$ cat src/xbus_pkg.sv
// System bus types
`default_nettype none

package xbus_pkg;

   localparam int ADDR_W = 22;
   localparam int DATA_W = 32;

   typedef logic [ADDR_W-1:0] bus_addr_t;
   typedef logic [DATA_W-1:0] bus_data_t;

   // Held by a master for as long as its req is high
   typedef struct packed {
      bus_addr_t addr;
      bus_data_t wdata;
      logic      write;
   } bus_req_t;

   // Valid while ack is high, err only on timeout
   typedef struct packed {
      bus_data_t rdata;
      logic      err;
   } bus_rsp_t;

   typedef enum logic [2:0] {
      ARB_IDLE,
      CPU_REQ,
      CPU_WAIT,
      DMA_REQ,
      DMA_WAIT
   } arb_state_e;

   typedef enum logic [1:0] {
      DISK_NOP   = 2'd0,
      DISK_READ  = 2'd1,
      DISK_WRITE = 2'd2
   } disk_op_e;

   typedef enum logic [1:0] {
      DSK_IDLE,
      BUS_REQ,
      BUS_REL,
      DONE
   } disk_state_e;

endpackage

`default_nettype wire

$ cat src/xbus_map_pkg.sv
// System bus address map
`default_nettype none

package xbus_map_pkg;

   localparam xbus_pkg::bus_addr_t RAM_BASE  = 22'h000000;
   localparam xbus_pkg::bus_addr_t IO_BASE   = 22'h3FFF00;
   localparam xbus_pkg::bus_addr_t DISK_BASE = 22'h3FFF10;

   // Words claimed by each register device
   localparam int DEV_SPAN = 16;

   localparam logic [3:0] IO_SCRATCH = 4'd0;
   localparam logic [3:0] IO_KBD     = 4'd1;
   localparam logic [3:0] IO_STATUS  = 4'd2;
   localparam logic [3:0] IO_IEN     = 4'd3;

   localparam logic [3:0] DISK_ADDR   = 4'd0;
   localparam logic [3:0] DISK_COUNT  = 4'd1;
   localparam logic [3:0] DISK_CMD    = 4'd2;
   localparam logic [3:0] DISK_STATUS = 4'd3;

   typedef enum logic [1:0] {
      DEV_NONE,
      DEV_RAM,
      DEV_IO,
      DEV_DISK
   } dev_e;

endpackage

`default_nettype wire

$ cat src/busint.sv
// Bus interface and arbiter
`timescale 1ns/1ps
`default_nettype none

module busint #(
   parameter int RAM_WORDS      = 1024,
   parameter int TIMEOUT_CYCLES = 63
) (
   input  logic               clk,
   input  logic               reset,
   input  logic               cpu_req,
   input  xbus_pkg::bus_req_t cpu_cmd,
   output logic               cpu_ack,
   output xbus_pkg::bus_rsp_t cpu_rsp,
   output logic               cpu_irq,
   input  logic               dma_req,
   input  xbus_pkg::bus_req_t dma_cmd,
   output logic               dma_ack,
   output xbus_pkg::bus_rsp_t dma_rsp,
   output xbus_pkg::bus_req_t slv_cmd,
   output logic               ram_sel,
   output logic               io_sel,
   output logic               disk_sel,
   input  logic               ram_ack,
   input  logic               io_ack,
   input  logic               disk_ack,
   input  xbus_pkg::bus_rsp_t ram_rsp,
   input  xbus_pkg::bus_rsp_t io_rsp,
   input  xbus_pkg::bus_rsp_t disk_rsp,
   input  logic               io_irq,
   input  logic               disk_irq
);
   import xbus_pkg::*;
   import xbus_map_pkg::*;

   localparam int TMO_W = $clog2(TIMEOUT_CYCLES + 1);

   arb_state_e       state;
   dev_e             dev_q;
   logic [TMO_W-1:0] tmo_cnt;
   logic             tmo_ack;
   logic             cpu_grant;
   logic             dma_grant;
   logic             bus_req;
   logic             slv_ack;
   bus_rsp_t         slv_rsp;

   // Offsets are wrapped, so one unsigned compare covers each region
   function automatic dev_e decode(input bus_addr_t a);
      if (bus_addr_t'(a - RAM_BASE) < bus_addr_t'(RAM_WORDS)) begin
         return DEV_RAM;
      end else if (bus_addr_t'(a - IO_BASE) < bus_addr_t'(DEV_SPAN)) begin
         return DEV_IO;
      end else if (bus_addr_t'(a - DISK_BASE) < bus_addr_t'(DEV_SPAN)) begin
         return DEV_DISK;
      end
      return DEV_NONE;
   endfunction

   ////////////////////
   // Arbiter FSM, CPU first, no pre-emption

   always_ff @(posedge clk) begin
      if (reset) begin
         state   <= ARB_IDLE;
         dev_q   <= DEV_NONE;
         tmo_cnt <= '0;
         tmo_ack <= 1'b0;
      end else begin
         case (state)
            ARB_IDLE: begin
               if (cpu_req) begin
                  dev_q   <= decode(cpu_cmd.addr);
                  tmo_cnt <= TMO_W'(TIMEOUT_CYCLES);
                  state   <= CPU_REQ;
               end else if (dma_req) begin
                  dev_q <= DEV_RAM;
                  state <= DMA_REQ;
               end
            end
            CPU_REQ: begin
               if (slv_ack) begin
                  state <= CPU_WAIT;
               end else if (tmo_cnt == '0) begin
                  tmo_ack <= 1'b1;
                  state   <= CPU_WAIT;
               end else begin
                  tmo_cnt <= tmo_cnt - 1'b1;
               end
            end
            CPU_WAIT: begin
               if (!cpu_req && !slv_ack) begin
                  tmo_ack <= 1'b0;
                  state   <= ARB_IDLE;
               end
            end
            DMA_REQ: begin
               if (slv_ack) begin
                  state <= DMA_WAIT;
               end
            end
            DMA_WAIT: begin
               if (!dma_req && !slv_ack) begin
                  state <= ARB_IDLE;
               end
            end
            default: state <= ARB_IDLE;
         endcase
      end
   end

   ////////////////////
   // Request and response routing

   assign cpu_grant = state == CPU_REQ || state == CPU_WAIT;
   assign dma_grant = state == DMA_REQ || state == DMA_WAIT;
   assign bus_req   = dma_grant ? dma_req : (cpu_grant && cpu_req);
   assign slv_cmd   = dma_grant ? dma_cmd : cpu_cmd;

   assign ram_sel  = bus_req && dev_q == DEV_RAM;
   assign io_sel   = bus_req && dev_q == DEV_IO;
   assign disk_sel = bus_req && dev_q == DEV_DISK;

   always_comb begin
      case (dev_q)
         DEV_RAM: begin
            slv_ack = ram_ack;
            slv_rsp = ram_rsp;
         end
         DEV_IO: begin
            slv_ack = io_ack;
            slv_rsp = io_rsp;
         end
         DEV_DISK: begin
            slv_ack = disk_ack;
            slv_rsp = disk_rsp;
         end
         default: begin
            slv_ack = 1'b0;
            slv_rsp = '0;
         end
      endcase
   end

   // Timed out access reads back zero
   assign cpu_ack = tmo_ack || (cpu_grant && slv_ack);
   assign cpu_rsp = tmo_ack ? '{rdata: '0, err: 1'b1} : slv_rsp;
   assign dma_ack = dma_grant && slv_ack;
   assign dma_rsp = ram_rsp;
   assign cpu_irq = io_irq || disk_irq;

endmodule

`default_nettype wire

$ cat config.mk
export PLATFORM = sky130hd
export DESIGN_NAME = busint
export DESIGN_NICKNAME = d
export VERILOG_FILES = /design/src/xbus_pkg.sv /design/src/xbus_map_pkg.sv /design/src/busint.sv
export SDC_FILE = /design/constraint.sdc
export NUM_CORES = 1
export LEC_CHECK = 0
export BUFFER_PORTS_ARGS = -buffer_cell sky130_fd_sc_hd__clkbuf_2
export CORE_AREA = 2 2 134 136
export CTS_CLUSTER_DIAMETER = 30
export DETAILED_ROUTE_END_ITERATION = 10
export DIE_AREA = 0 0 136 138
export PLACE_DENSITY = 0.48
export RECOVER_POWER = 25
export SYNTH_ARGS = -nofsm -noshare
export SYNTH_HDL_FRONTEND = slang
export SYNTH_SLANG_ARGS = --single-unit
$ cat constraint.sdc
create_clock -name clk -period 2.9 [get_ports clk]
set_input_delay 0.725 -clock clk [delete_from_list [all_inputs] [get_ports clk]]
set_output_delay 0.725 -clock clk [all_outputs]
set_load 0.02 [all_outputs]
==> results of run 1 <==
## logic make-up after synthesis
kind of cell | share of synthesized area
adder cells (fa/ha/maj) | 0.00877
multiplexers | 0.341
flip-flops | 0.0842
AO/OA/AOI/OAI | 0.199
AND/OR/NAND/NOR | 0.196
XOR/XNOR | 0.0246
buffers and inverters | 0.147
## cell usage after synthesis (3+ instances only)
library cell,n,area (µm²)
sky130_fd_sc_hd__inv_1,8,30.0
sky130_fd_sc_hd__buf_4,34,255
sky130_fd_sc_hd__nor2_1,51,191
sky130_fd_sc_hd__mux2_2,85,957
sky130_fd_sc_hd__nand4_1,6,37.5
sky130_fd_sc_hd__clkbuf_1,15,56.3
sky130_fd_sc_hd__nor2b_1,4,25.0
sky130_fd_sc_hd__clkbuf_2,3,15.0
sky130_fd_sc_hd__buf_1,3,11.3
sky130_fd_sc_hd__nand2_1,18,67.6
sky130_fd_sc_hd__a211oi_1,3,22.5
sky130_fd_sc_hd__nand3_1,3,15.0
sky130_fd_sc_hd__a21oi_1,11,55.1
sky130_fd_sc_hd__o21ai_0,9,45.0
sky130_fd_sc_hd__nor4_1,7,43.8
sky130_fd_sc_hd__a22oi_1,34,255
sky130_fd_sc_hd__xor2_1,5,43.8
sky130_fd_sc_hd__nor3_1,4,20.0
sky130_fd_sc_hd__buf_2,5,25.0
sky130_fd_sc_hd__dfxtp_1,12,240
sky130_fd_sc_hd__a31oi_1,4,25.0
sky130_fd_sc_hd__xnor2_1,3,26.3
## worst max-delay path by stage
stage | slack [ns] | cells past startpoint | to
global placement | 0.39 | 7 | dev_q[0]$_SDFFE_PP0P_
CTS | 0.12 | 6 | slv_cmd[20]
detailed placement | 0.38 | 6 | slv_cmd[20]
global route | 0.03 | 6 | slv_cmd[21]
finish | 0.17 | 6 | slv_cmd[21]
floorplan | 0.46 | 6 | slv_cmd[10]
## area by class of cell
cell class | count | area, µm²
fillers | 1966 | 12900
repair buffers | 354 | 1790
multi-input cells | 287 | 2200
inverters | 8 | 30.0
diodes | 1 | 2.50
well taps | 229 | 287
flip-flops and latches | 12 | 243
clock buffers | 3 | 75.1
## where the power goes
| group | switching (mW) | total (mW) | internal [mW] |
|---|---|---|---|
| clock | 0.0686 | 0.248 | 0.179 |
| combinational | 0.899 | 1.54 | 0.638 |
| sequential | 0.0680 | 0.291 | 0.223 |
| total | 1.04 | 2.08 | 1.04 |
## timing repair
item	CTS	global route
buffers inserted	0	0
endpoints found under the setup margin	0	4
hold buffers	0	0
## worst max-delay path, delay by kind of cell (launching register included)
| family | cells | cell delay, ns |
|---|---|---|
| buffers and inverters | 2 | 0.38 |
| DFF | 1 | 0.44 |
| muxes | 1 | 0.39 |
| and+or+nand+nor | 3 | 0.54 |
## state kept, by name (all words and copies together) (netlist names)
signal,flops
tmo_cnt,6
tmo_ack,1
dev_q,2
state,3
## layer usage
metal,GRT usage,part of all wire
met1,0.145,0.37
met4,0.0269,0.012
met2,0.276,0.53
met5,0,0.0021
met3,0.0271,0.089
## stage by stage
stage | instance area (µm²) | instances
after CTS | 4630 | 892
after global routing | 4620 | 894
after global placement | 4560 | 889
after floorplan | 2850 | 370
final | 4620 | 894
after detailed placement | 4560 | 889
==> Flow_metrics.wiki, run 1 <==
{| class="wikitable"
! Metric !! Value
|-
| Fin Clk Skew || 0.00291 ns
|-
| Post-placement setup slack || 0.384 ns
|-
| Count of clock tree sinks || 12
|-
| Ratio of total power to cell area || 449 mW/mm²
|-
| Worst skew pair latency || 0.24 ns
|-
| Sort of element at the end of the critical path || output port
|-
| Mean area per synthesized cell || 7.71 µm²
|-
| Number of flops mapped to enable cells by yosys || 0
|-
| Worst-case register-to-register setup slack || 0.76 ns
|-
| Final-report max-slew violation count || 0
|-
| Number of cells on the worst reg-to-reg path || 6
|-
| F_max || 0.366 GHz
|-
| Utilization after layout || 0.264
|-
| Number of H-tree branching levels || 1
|-
| Final #Nets || 886
|-
| Aggregate routed wire length || 14100 µm
|-
| Root buffer cell || sky130_fd_sc_hd__clkbuf_16
|-
| Initial core utilization || 0.163
|-
| Synth async-reset ratio || 0
|-
| Synthesis-stage register bit count || 12
|-
| Hold Path Stages || 2
|-
| Number of instances in the synthesized netlist || 370
|-
| Leakage component of the power || 2.31 nW
|-
| Critical path class || reg -> out
|-
| CP Cell Sequence || nor2b_1 > nand2_1 > nand2_2 > buf_12 > mux2_2 > clkbuf_2
|-
| Startpoint Class || flip-flop
|-
| Placement Rows || 49
|-
| Slowest cell on the critical path || sky130_fd_sc_hd__dfxtp_1
|-
| Via Count || 3896
|-
| Clock transition at path regs || 0.04 ns
|-
| Mapped Area || 0.00285 mm²
|-
| # IOs || 345
|-
| Post-route DRC violation count || 0
|-
| Average via count per standard cell || 4.36
|-
| Clock Tree Buf Depth || 2
|-
| Hold Crit Start || tmo_cnt[1]$_SDFFE_PP0P_
|-
| First-pass GRT wire length || 20400 µm
|-
| Synthesized net count || 590
|-
| Largest net degree at the start of global routing || 59
|-
| Delay of the slowest critical-path stage || 0.44 ns
|-
| Post-synthesis cell type count || 56
|-
| Period utilisation layout || 0.941
|-
| GRT Overall Usage || 0.138
|-
| Average routed wire per standard cell || 15.8 µm
|-
| Power consumption || 2.08 mW
|-
| Buffers on Ports || 344
|-
| Post-cts repair resize count || 0
|-
| Worst hold slack across all endpoints || 0.512 ns
|-
| Floorplan core area || 0.0175 mm²
|-
| Crit path DAT || 2.00 ns
|-
| Post-DP HPWL || 12100 µm
|-
| Final worst slack || 0.171 ns
|-
| Area overhead of the layout relative to synthesis || 61.9%
|-
| Yosys warning total || 0
|-
| Worst hold path class || reg -> reg
|-
| Peak fanout along the critical path || 29
|-
| Remaining antenna violation count after routing || 0
|-
| Most used DFF post-synth || sky130_fd_sc_hd__dfxtp_1
|-
| CTS tree || done
|-
| Die Span Y || 138 µm
|-
| Total negative slack for setup checks || 0 ns
|-
| Number of global-route vias before repair || 3856
|-
| Iteration-0 DRC count of the detailed router || 77
|-
| Ratio of cells with drive above 1 in the final layout || 0.640
|-
| Worst-case vdd ir drop || 0.000262 V
|-
| Sum of overflow across all layers after global routing || 0
|-
| Slew headroom || 0.646
|-
| Data required time of the critical path || 2.17 ns
|-
| First-pass detailed-route iteration total || 4
|-
| Worst reg2reg path endpoint || state[1]$_SDFFE_PP0P_
|-
| Slew at the pin closest to its max-slew limit || 0.526 ns
|-
| Number of buffers inserted during clock tree synthesis || 3
|-
| Period minus WS final || 2.73 ns
|-
| Worst min-delay path endpoint || tmo_cnt[1]$_SDFFE_PP0P_
|-
| Sequential area share after synthesis || 0.0842
|-
| CP Launch Point || state[0]$_SDFFE_PP0P_
|-
| Top library cells by usage in the layout, fill and taps aside || sky130_fd_sc_hd__clkbuf_2 (311), sky130_fd_sc_hd__mux2_2 (85), sky130_fd_sc_hd__nor2_1 (51), sky130_fd_sc_hd__a22oi_1 (34), sky130_fd_sc_hd__clkbuf_1 (33)
|-
| Chip Width || 136 µm
|-
| Initial antenna violation count || 4
|-
| Number of violations of the max-capacitance limit || 0
|-
| Final Wtd Congestion || 0.800
|-
| Commonest non-fill, non-tap cell in the layout || sky130_fd_sc_hd__clkbuf_2
|-
| Unrepaired setup endpoints after global routing || false
|-
| Run status || completed
|-
| Total setup violations reported at the end of the flow || 0
|-
| Final Hold Vio Count || 0
|-
| RR Startpoint || dev_q[1]$_SDFFE_PP0P_
|-
| Floorplan die area || 0.0188 mm²
|}
No activity file was read; power rests on OpenSTA's default activity.
==> run 2, diff against run 1 <==
Settings changed: REMOVE_ABC_BUFFERS set to 1, SLEW_MARGIN set to 20, TNS_END_PERCENT set to 10.
==> run 2 against run 1 <==
- final cell count increased by 0.67%
- critical path depth is the same
- total power is 4.0% higher
- fmax increased by 3.3%
- routed wire length up 8.8%
- critical endpoint is now slv_cmd[29]
- largest cell class unchanged
==> Flow_metrics.wiki, run 2 (same netlist as run 1, synthesis figures left out) <==
{| class="wikitable"
! Metric !! Value
|-
| Count of clock tree sinks || 12 (unchanged)
|-
| Unrepaired setup endpoints after global routing || false
|-
| Placement Rows || 49 (unchanged)
|-
| Iteration-0 DRC count of the detailed router || 122 (+58%)
|-
| Filler cells || 2005 (+2.0%)
|-
| Delay of the slowest critical-path stage || 0.36 ns (-0.08 ns)
|-
| Largest registers || tmo_cnt: 6 flops, state: 3 flops, dev_q: 2 flops
|-
| Slew at the pin closest to its max-slew limit || 0.616 ns (+0.0898 ns)
|-
| Hold Path Stages || 2 (unchanged)
|-
| Initial core utilization || 0.163 (unchanged)
|-
| Final #Nets || 892 (+0.68%)
|-
| Clock transition at path regs || 0.05 ns (about the same)
|-
| Top library cells by usage in the layout, fill and taps aside || sky130_fd_sc_hd__clkbuf_2 (311), sky130_fd_sc_hd__mux2_2 (85), sky130_fd_sc_hd__nor2_1 (51), sky130_fd_sc_hd__a22oi_1 (34), sky130_fd_sc_hd__clkbuf_1 (33)
|-
| Area overhead of the layout relative to synthesis || 64.7%
|-
| Chip Width || 136 µm (unchanged)
|-
| Floorplan die area || 0.0188 mm² (unchanged)
|-
| Worst-case vdd ir drop || 0.000181 V (-31%)
|-
| Hold Crit Start || state[1]$_SDFFE_PP0P_
|-
| Data required time of the critical path || 2.17 ns (about the same)
|-
| CTS tree || done
|-
| Count of buffering cells on the critical path with inverters included || 2 (unchanged)
|-
| GRT Overall Usage || 0.153 (+0.0154)
|-
| # IOs || 345 (unchanged)
|-
| Number of violations of the max-capacitance limit || 0 (unchanged)
|-
| Slew headroom || 0.585 (-0.0604)
|-
| Worst hold path class || reg -> reg
|-
| Final-report max-slew violation count || 0 (unchanged)
|-
| Ratio of cells with drive above 1 in the final layout || 0.642 (+0.00226)
|-
| Average via count per standard cell || 4.42 (+1.5%)
|-
| Commonest non-fill, non-tap cell in the layout || sky130_fd_sc_hd__clkbuf_2
|-
| Flip-flop count of the largest register after layout || 6 (unchanged)
|-
| Via Count || 3981 (+2.2%)
|-
| First-pass detailed-route iteration total || 4 (unchanged)
|-
| First-pass GRT wire length || 22400 µm (+9.6%)
|-
| Remaining antenna violation count after routing || 0 (unchanged)
|-
| Floorplan core area || 0.0175 mm² (unchanged)
|-
| Final Hold Vio Count || 0 (unchanged)
|-
| Sum of overflow across all layers after global routing || 0 (unchanged)
|-
| Total setup violations reported at the end of the flow || 0 (unchanged)
|-
| Post-DP HPWL || 13500 µm (+11%)
|-
| Startpoint Class || flip-flop
|-
| Cell area reported after detailed placement || 0.00465 mm² (+1.9%)
|-
| RR Startpoint || dev_q[1]$_SDFFE_PP0P_
|-
| Cell family with most CP delay || simple AND/OR/NAND/NOR gates
|-
| Antenna cells || 0 (-1)
|-
| Aggregate routed wire length || 15300 µm (+8.8%)
|-
| Largest net degree at the start of global routing || 39 (-34%)
|-
| Run status || completed
|-
| Final Wtd Congestion || 0.814 (+1.8%)
|-
| Worst-case register-to-register setup slack || 0.82 ns (+0.06 ns)
|-
| Die Span Y || 138 µm (unchanged)
|-
| Slowest cell on the critical path || sky130_fd_sc_hd__dfxtp_1
|-
| Crit path DAT || 1.92 ns (-0.08 ns)
|-
| Hold buffers post-CTS || 0 (unchanged)
|-
| Worst reg2reg path endpoint || state[1]$_SDFFE_PP0P_
|-
| Worst hold slack across all endpoints || 0.505 ns (-0.00716 ns)
|-
| Period minus WS final || 2.64 ns (-0.0878 ns)
|-
| Number of H-tree branching levels || 1 (unchanged)
|-
| F_max || 0.379 GHz (+3.3%)
|-
| Ratio of total power to cell area || 460 mW/mm² (+2.3%)
|-
| CP Cell Sequence || nor2b_1 > nand2_1 > nand2_4 > buf_12 > mux2_2 > clkbuf_2
|-
| Peak fanout along the critical path || 20 (-31%)
|-
| Critical path class || reg -> out
|-
| Period utilisation layout || 0.911 (-0.0303)
|-
| Average routed wire per standard cell || 17.0 µm (+8.1%)
|-
| Top register by number of flip-flops || tmo_cnt
|-
| Worst skew pair latency || 0.24 ns (about the same)
|-
| Number of cells on the worst reg-to-reg path || 7 (+1)
|-
| Post-route DRC violation count || 0 (unchanged)
|-
| Fin Clk Skew || 0.00349 ns (+0.000584 ns)
|-
| Initial antenna violation count || 1 (-3)
|-
| Post-Layout Inst Area || 0.00470 mm² (+1.7%)
|-
| Sort of element at the end of the critical path || output port
|-
| Leakage component of the power || 2.36 nW (+1.8%)
|-
| Buffers on Ports || 344 (unchanged)
|-
| Clock Tree Buf Depth || 2 (unchanged)
|-
| Root buffer cell || sky130_fd_sc_hd__clkbuf_16
|-
| Number of buffers inserted during clock tree synthesis || 3 (unchanged)
|-
| Setup bufs post-CTS || 0 (unchanged)
|-
| Number of global-route vias before repair || 3940 (+2.2%)
|-
| Worst min-delay path endpoint || state[1]$_SDFFE_PP0P_
|}
run 2: cell count changes in the layout (fill, tap and decap cells not counted), sizes merged:
| cell | change |
|---|---|
| buf | +7 |
| diode | -1 |
run 2: per-layer routing:
metal / up-vias / GRT usage / wire length [µm]
li1: 1944 / - / -
met1: 1790 / 0.164 / 5520
met2: 236 / 0.305 / 8210
met3: 11 / 0.0304 / 1440
met4: 0 / 0.0252 / 159
met5: - / 0 / 0
run 2: how the worst max path moves through the flow:
stage | from | end | slack, ns | cells past startpoint
5_1_grt | state[2]$_SDFFE_PP0P_ | slv_cmd[29] | 0.11 | 6
6_report | state[2]$_SDFFE_PP0P_ | slv_cmd[29] | 0.26 | 6
4_1_cts | state[2]$_SDFFE_PP0P_ | slv_cmd[29] | 0.11 | 6
2_1_floorplan | dev_q[1]$_SDFFE_PP0P_ | dma_ack | -0.98 | 3
3_5_place_dp | state[2]$_SDFFE_PP0P_ | slv_cmd[29] | 0.37 | 6
3_3_place_gp | state[2]$_SDFFE_PP0P_ | slv_cmd[29] | 0.40 | 6
run 2: worst register-to-register path, cell delays in order, from the launching register on:
cell and delay, ns:
sky130_fd_sc_hd__dfxtp_2 0.35, sky130_fd_sc_hd__buf_12 0.23, sky130_fd_sc_hd__mux2_4 0.36, sky130_fd_sc_hd__a22o_1 0.24
sky130_fd_sc_hd__nor3b_2 0.17, sky130_fd_sc_hd__o21ai_1 0.12, sky130_fd_sc_hd__or4_1 0.42, sky130_fd_sc_hd__a21oi_1 0.14
run 2: layout make-up:
| cell class | count | area (µm²) | area share |
|---|---|---|---|
| clock buffers | 4 | 88.8 | 0.0189 |
| inverters | 8 | 30.0 | 0.00639 |
| multi-input cells | 287 | 2200 | 0.469 |
| flip-flops and latches | 12 | 241 | 0.0514 |
| well taps | 229 | 287 | 0.0610 |
| repair buffers | 360 | 1850 | 0.394 |
run 2: metrics by stage:
step | util | instances | setup TNS [ns] | total power, mW | worst slack, ns
after floorplan | - | 307 | -48.26 | 1.22 | -0.982
after global placement | 0.265 | 896 | 0 | 1.89 | 0.405
after detailed placement | 0.265 | 896 | 0 | 1.89 | 0.372
after CTS | 0.270 | 900 | 0 | 2.19 | 0.112
after global routing | 0.268 | 900 | 0 | 2.34 | 0.115
final | 0.268 | 900 | 0 | 2.16 | 0.259
run 2: where the power goes:
group,leakage [nW],switching [mW],internal (mW)
Combinational,2.21,0.938,0.668
Clock,0.0442,0.0773,0.209
Sequential,0.0997,0.0470,0.222
Total,2.36,1.06,1.10
run 2: what timing repair did:
item                       4_1_cts  5_1_grt
gates resized for setup          0        1
hold endpoints to repair         0        0
setup endpoints to repair        0       26
==> run 3, diff against run 2 <==
Settings changed: GPL_TIMING_DRIVEN set to 0, SLEW_MARGIN 20 to unset.
==> run 3 against run 2 <==
- sequential share of layout area rose by 0.20 points
- non-clock buffer count fell by 12
- core utilization decreased by 0.59 points
- clock skew hardly changed
- first-iteration DRC count grew 11%
- total power decreased by 4.1%
- combinational power down 9.9%
- largest power group unchanged
==> Flow_metrics.wiki, run 3 (same netlist as run 1, synthesis figures left out) <==
{| class="wikitable"
! Metric !! Value
|-
| Hold Path Stages || 2 (unchanged)
|-
| Top register by number of flip-flops || tmo_cnt
|-
| Clock transition at path regs || 0.04 ns (about the same)
|-
| First-pass detailed-route iteration total || 5 (+1)
|-
| Number of buffers inserted during clock tree synthesis || 3 (unchanged)
|-
| Remaining antenna violation count after routing || 0 (unchanged)
|-
| First-pass GRT wire length || 21500 µm (-3.9%)
|-
| Critical path class || reg -> out
|-
| Met1 Track Usage GR || 0.164 (about the same)
|-
| Total negative slack for setup checks || 0 ns (unchanged)
|-
| Count of clock tree sinks || 12 (unchanged)
|-
| Worst-case register-to-register setup slack || 0.55 ns (-0.27 ns)
|-
| Final Wtd Congestion || 0.779 (-4.2%)
|-
| Aggregate routed wire length || 14900 µm (-2.9%)
|-
| Worst skew pair latency || 0.24 ns (about the same)
|-
| Post-route DRC violation count || 0 (unchanged)
|-
| Number of global-route vias before repair || 3755 (-4.7%)
|-
| Unrepaired setup endpoints after global routing || false
|-
| RR Startpoint || dev_q[1]$_SDFFE_PP0P_
|-
| Crit path DAT || 2.04 ns (+0.12 ns)
|-
| Sort of element at the end of the critical path || output port
|-
| Met2 track demand over resource || 0.293 (-0.0130)
|-
| Sum of overflow across all layers after global routing || 0 (unchanged)
|-
| Initial core utilization || 0.163 (unchanged)
|-
| GRT Overall Usage || 0.146 (-0.00706)
|-
| Run status || completed
|-
| Number of cells after detailed placement || 882 (-1.6%)
|-
| Floorplan die area || 0.0188 mm² (unchanged)
|-
| Top library cells by usage in the layout, fill and taps aside || sky130_fd_sc_hd__clkbuf_2 (311), sky130_fd_sc_hd__mux2_2 (85), sky130_fd_sc_hd__nor2_1 (51), sky130_fd_sc_hd__a22oi_1 (34), sky130_fd_sc_hd__clkbuf_1 (33)
|-
| Final Hold Vio Count || 0 (unchanged)
|-
| Chip Width || 136 µm (unchanged)
|-
| Largest net degree at the start of global routing || 46 (+18%)
|-
| Utilization after layout || 0.262 (-0.00592)
|-
| Post-DP HPWL || 12900 µm (-4.5%)
|-
| Area overhead of the layout relative to synthesis || 61.1%
|-
| Initial antenna violation count || 1 (unchanged)
|-
| Period utilisation layout || 0.954 (+0.0433)
|-
| Placement Rows || 49 (unchanged)
|-
| Routing layer with the top usage in global route || met2
|-
| Floorplan core area || 0.0175 mm² (unchanged)
|-
| Power consumption || 2.07 mW (-4.1%)
|-
| Worst hold path class || reg -> reg
|-
| Period minus WS final || 2.77 ns (+0.125 ns)
|-
| Die Span Y || 138 µm (unchanged)
|-
| Iteration-0 DRC count of the detailed router || 135 (+11%)
|-
| Root buffer cell || sky130_fd_sc_hd__clkbuf_16
|-
| Flip-flop count of the largest register after layout || 6 (unchanged)
|-
| Data required time of the critical path || 2.17 ns (about the same)
|-
| Commonest non-fill, non-tap cell in the layout || sky130_fd_sc_hd__clkbuf_2
|-
| Final standard cell count with taps included and fillers excluded || 888 (-1.3%)
|-
| Hold Crit Start || tmo_cnt[1]$_SDFFE_PP0P_
|-
| F_max || 0.361 GHz (-4.5%)
|-
| Via Count || 3924 (-1.4%)
|-
| Average via count per standard cell || 4.42 (about the same)
|-
| Final #Nets || 881 (-1.2%)
|-
| Slew headroom || 0.116 (-0.469)
|-
| Worst-case vdd ir drop || 0.000187 V (+3.8%)
|-
| # IOs || 345 (unchanged)
|-
| Clock Tree Buf Depth || 2 (unchanged)
|-
| Number of cells on the worst reg-to-reg path || 6 (-1)
|-
| Leakage component of the power || 2.28 nW (-3.0%)
|-
| Antenna cells || 0 (unchanged)
|-
| Fin Clk Skew || 0.00300 ns (-0.000491 ns)
|-
| Slew at the pin closest to its max-slew limit || 1.32 ns (+0.708 ns)
|-
| Buffers on Ports || 344 (unchanged)
|-
| Largest registers || tmo_cnt: 6 flops, state: 3 flops, dev_q: 2 flops
|-
| Ratio of total power to cell area || 451 mW/mm² (-1.9%)
|-
| Total setup violations reported at the end of the flow || 0 (unchanged)
|-
| Ratio of cells with drive above 1 in the final layout || 0.639 (-0.00348)
|-
| Worst hold slack across all endpoints || 0.527 ns (+0.0219 ns)
|-
| Number of violations of the max-capacitance limit || 0 (unchanged)
|-
| CTS tree || done
|-
| Worst min-delay path endpoint || tmo_cnt[1]$_SDFFE_PP0P_
|-
| Number of H-tree branching levels || 1 (unchanged)
|-
| Startpoint Class || flip-flop
|-
| M3 GR Usage || 0.0172 (-0.0132)
|-
| Worst reg2reg path endpoint || state[1]$_SDFFE_PP0P_
|-
| Average routed wire per standard cell || 16.8 µm (-1.6%)
|-
| Peak fanout along the critical path || 45 (+130%)
|-
| Final-report max-slew violation count || 0 (unchanged)
|-
| CP Launch Point || state[0]$_SDFFE_PP0P_
|}
## run 3: stage by stage
step | area [µm²] | setup WS [ns]
6_report | 4600 | 0.133
5_1_grt | 4600 | 0.0206
4_1_cts | 4630 | -0.00295
3_5_place_dp | 4520 | 0.0522
3_3_place_gp | 4470 | -2.58
2_1_floorplan | 2460 | -0.982
## run 3: worst max path at each step
stage                  to  slack, ns  cells past startpoint
5_1_grt        slv_cmd[7]       0.02                      6
6_report       slv_cmd[1]       0.13                      6
3_5_place_dp      dma_ack       0.05                      4
4_1_cts           dma_ack     -0.003                      4
2_1_floorplan     dma_ack      -0.98                      3
3_3_place_gp      dma_ack      -2.58                      4
## run 3: power breakdown
group	leakage, nW	internal (mW)	total (mW)	switching (mW)
registers	0.100	0.225	0.366	0.141
clock network	0.0370	0.180	0.252	0.0726
logic	2.15	0.620	1.45	0.833
total	2.28	1.02	2.07	1.05
## run 3: final cells by class
type | count | area [µm²]
clock buffers | 3 | 75.1
fillers | 1985 | 12900
inverters | 8 | 30.0
multi-input cells | 288 | 2220
flip-flops and latches | 12 | 245
well taps | 229 | 287
repair buffers | 348 | 1740
## run 3: timing repair
| action | CTS | global route |
|---|---|---|
| setup buffers | 2 | 0 |
| gates cloned | 1 | 0 |
| endpoints found under the setup margin | 71 | 40 |
| pin swaps | 1 | 0 |
| gates resized for setup | 2 | 2 |
| hold buffers | 0 | 0 |
## run 3: critical path: stages, from the launching register on
cell,delay (ns)
sky130_fd_sc_hd__dfxtp_1,0.47
sky130_fd_sc_hd__nor2b_2,0.24
sky130_fd_sc_hd__nand2_1,0.14
sky130_fd_sc_hd__nand2_4,0.15
sky130_fd_sc_hd__buf_12,0.23
sky130_fd_sc_hd__mux2_2,0.38
sky130_fd_sc_hd__clkbuf_2,0.16
## run 3: metal layers
metal  vias up  wire length, µm
met5         -                0
met4         0              129
met3        12             1260
met2       233             8020
met1      1764             5480
li1       1915                -
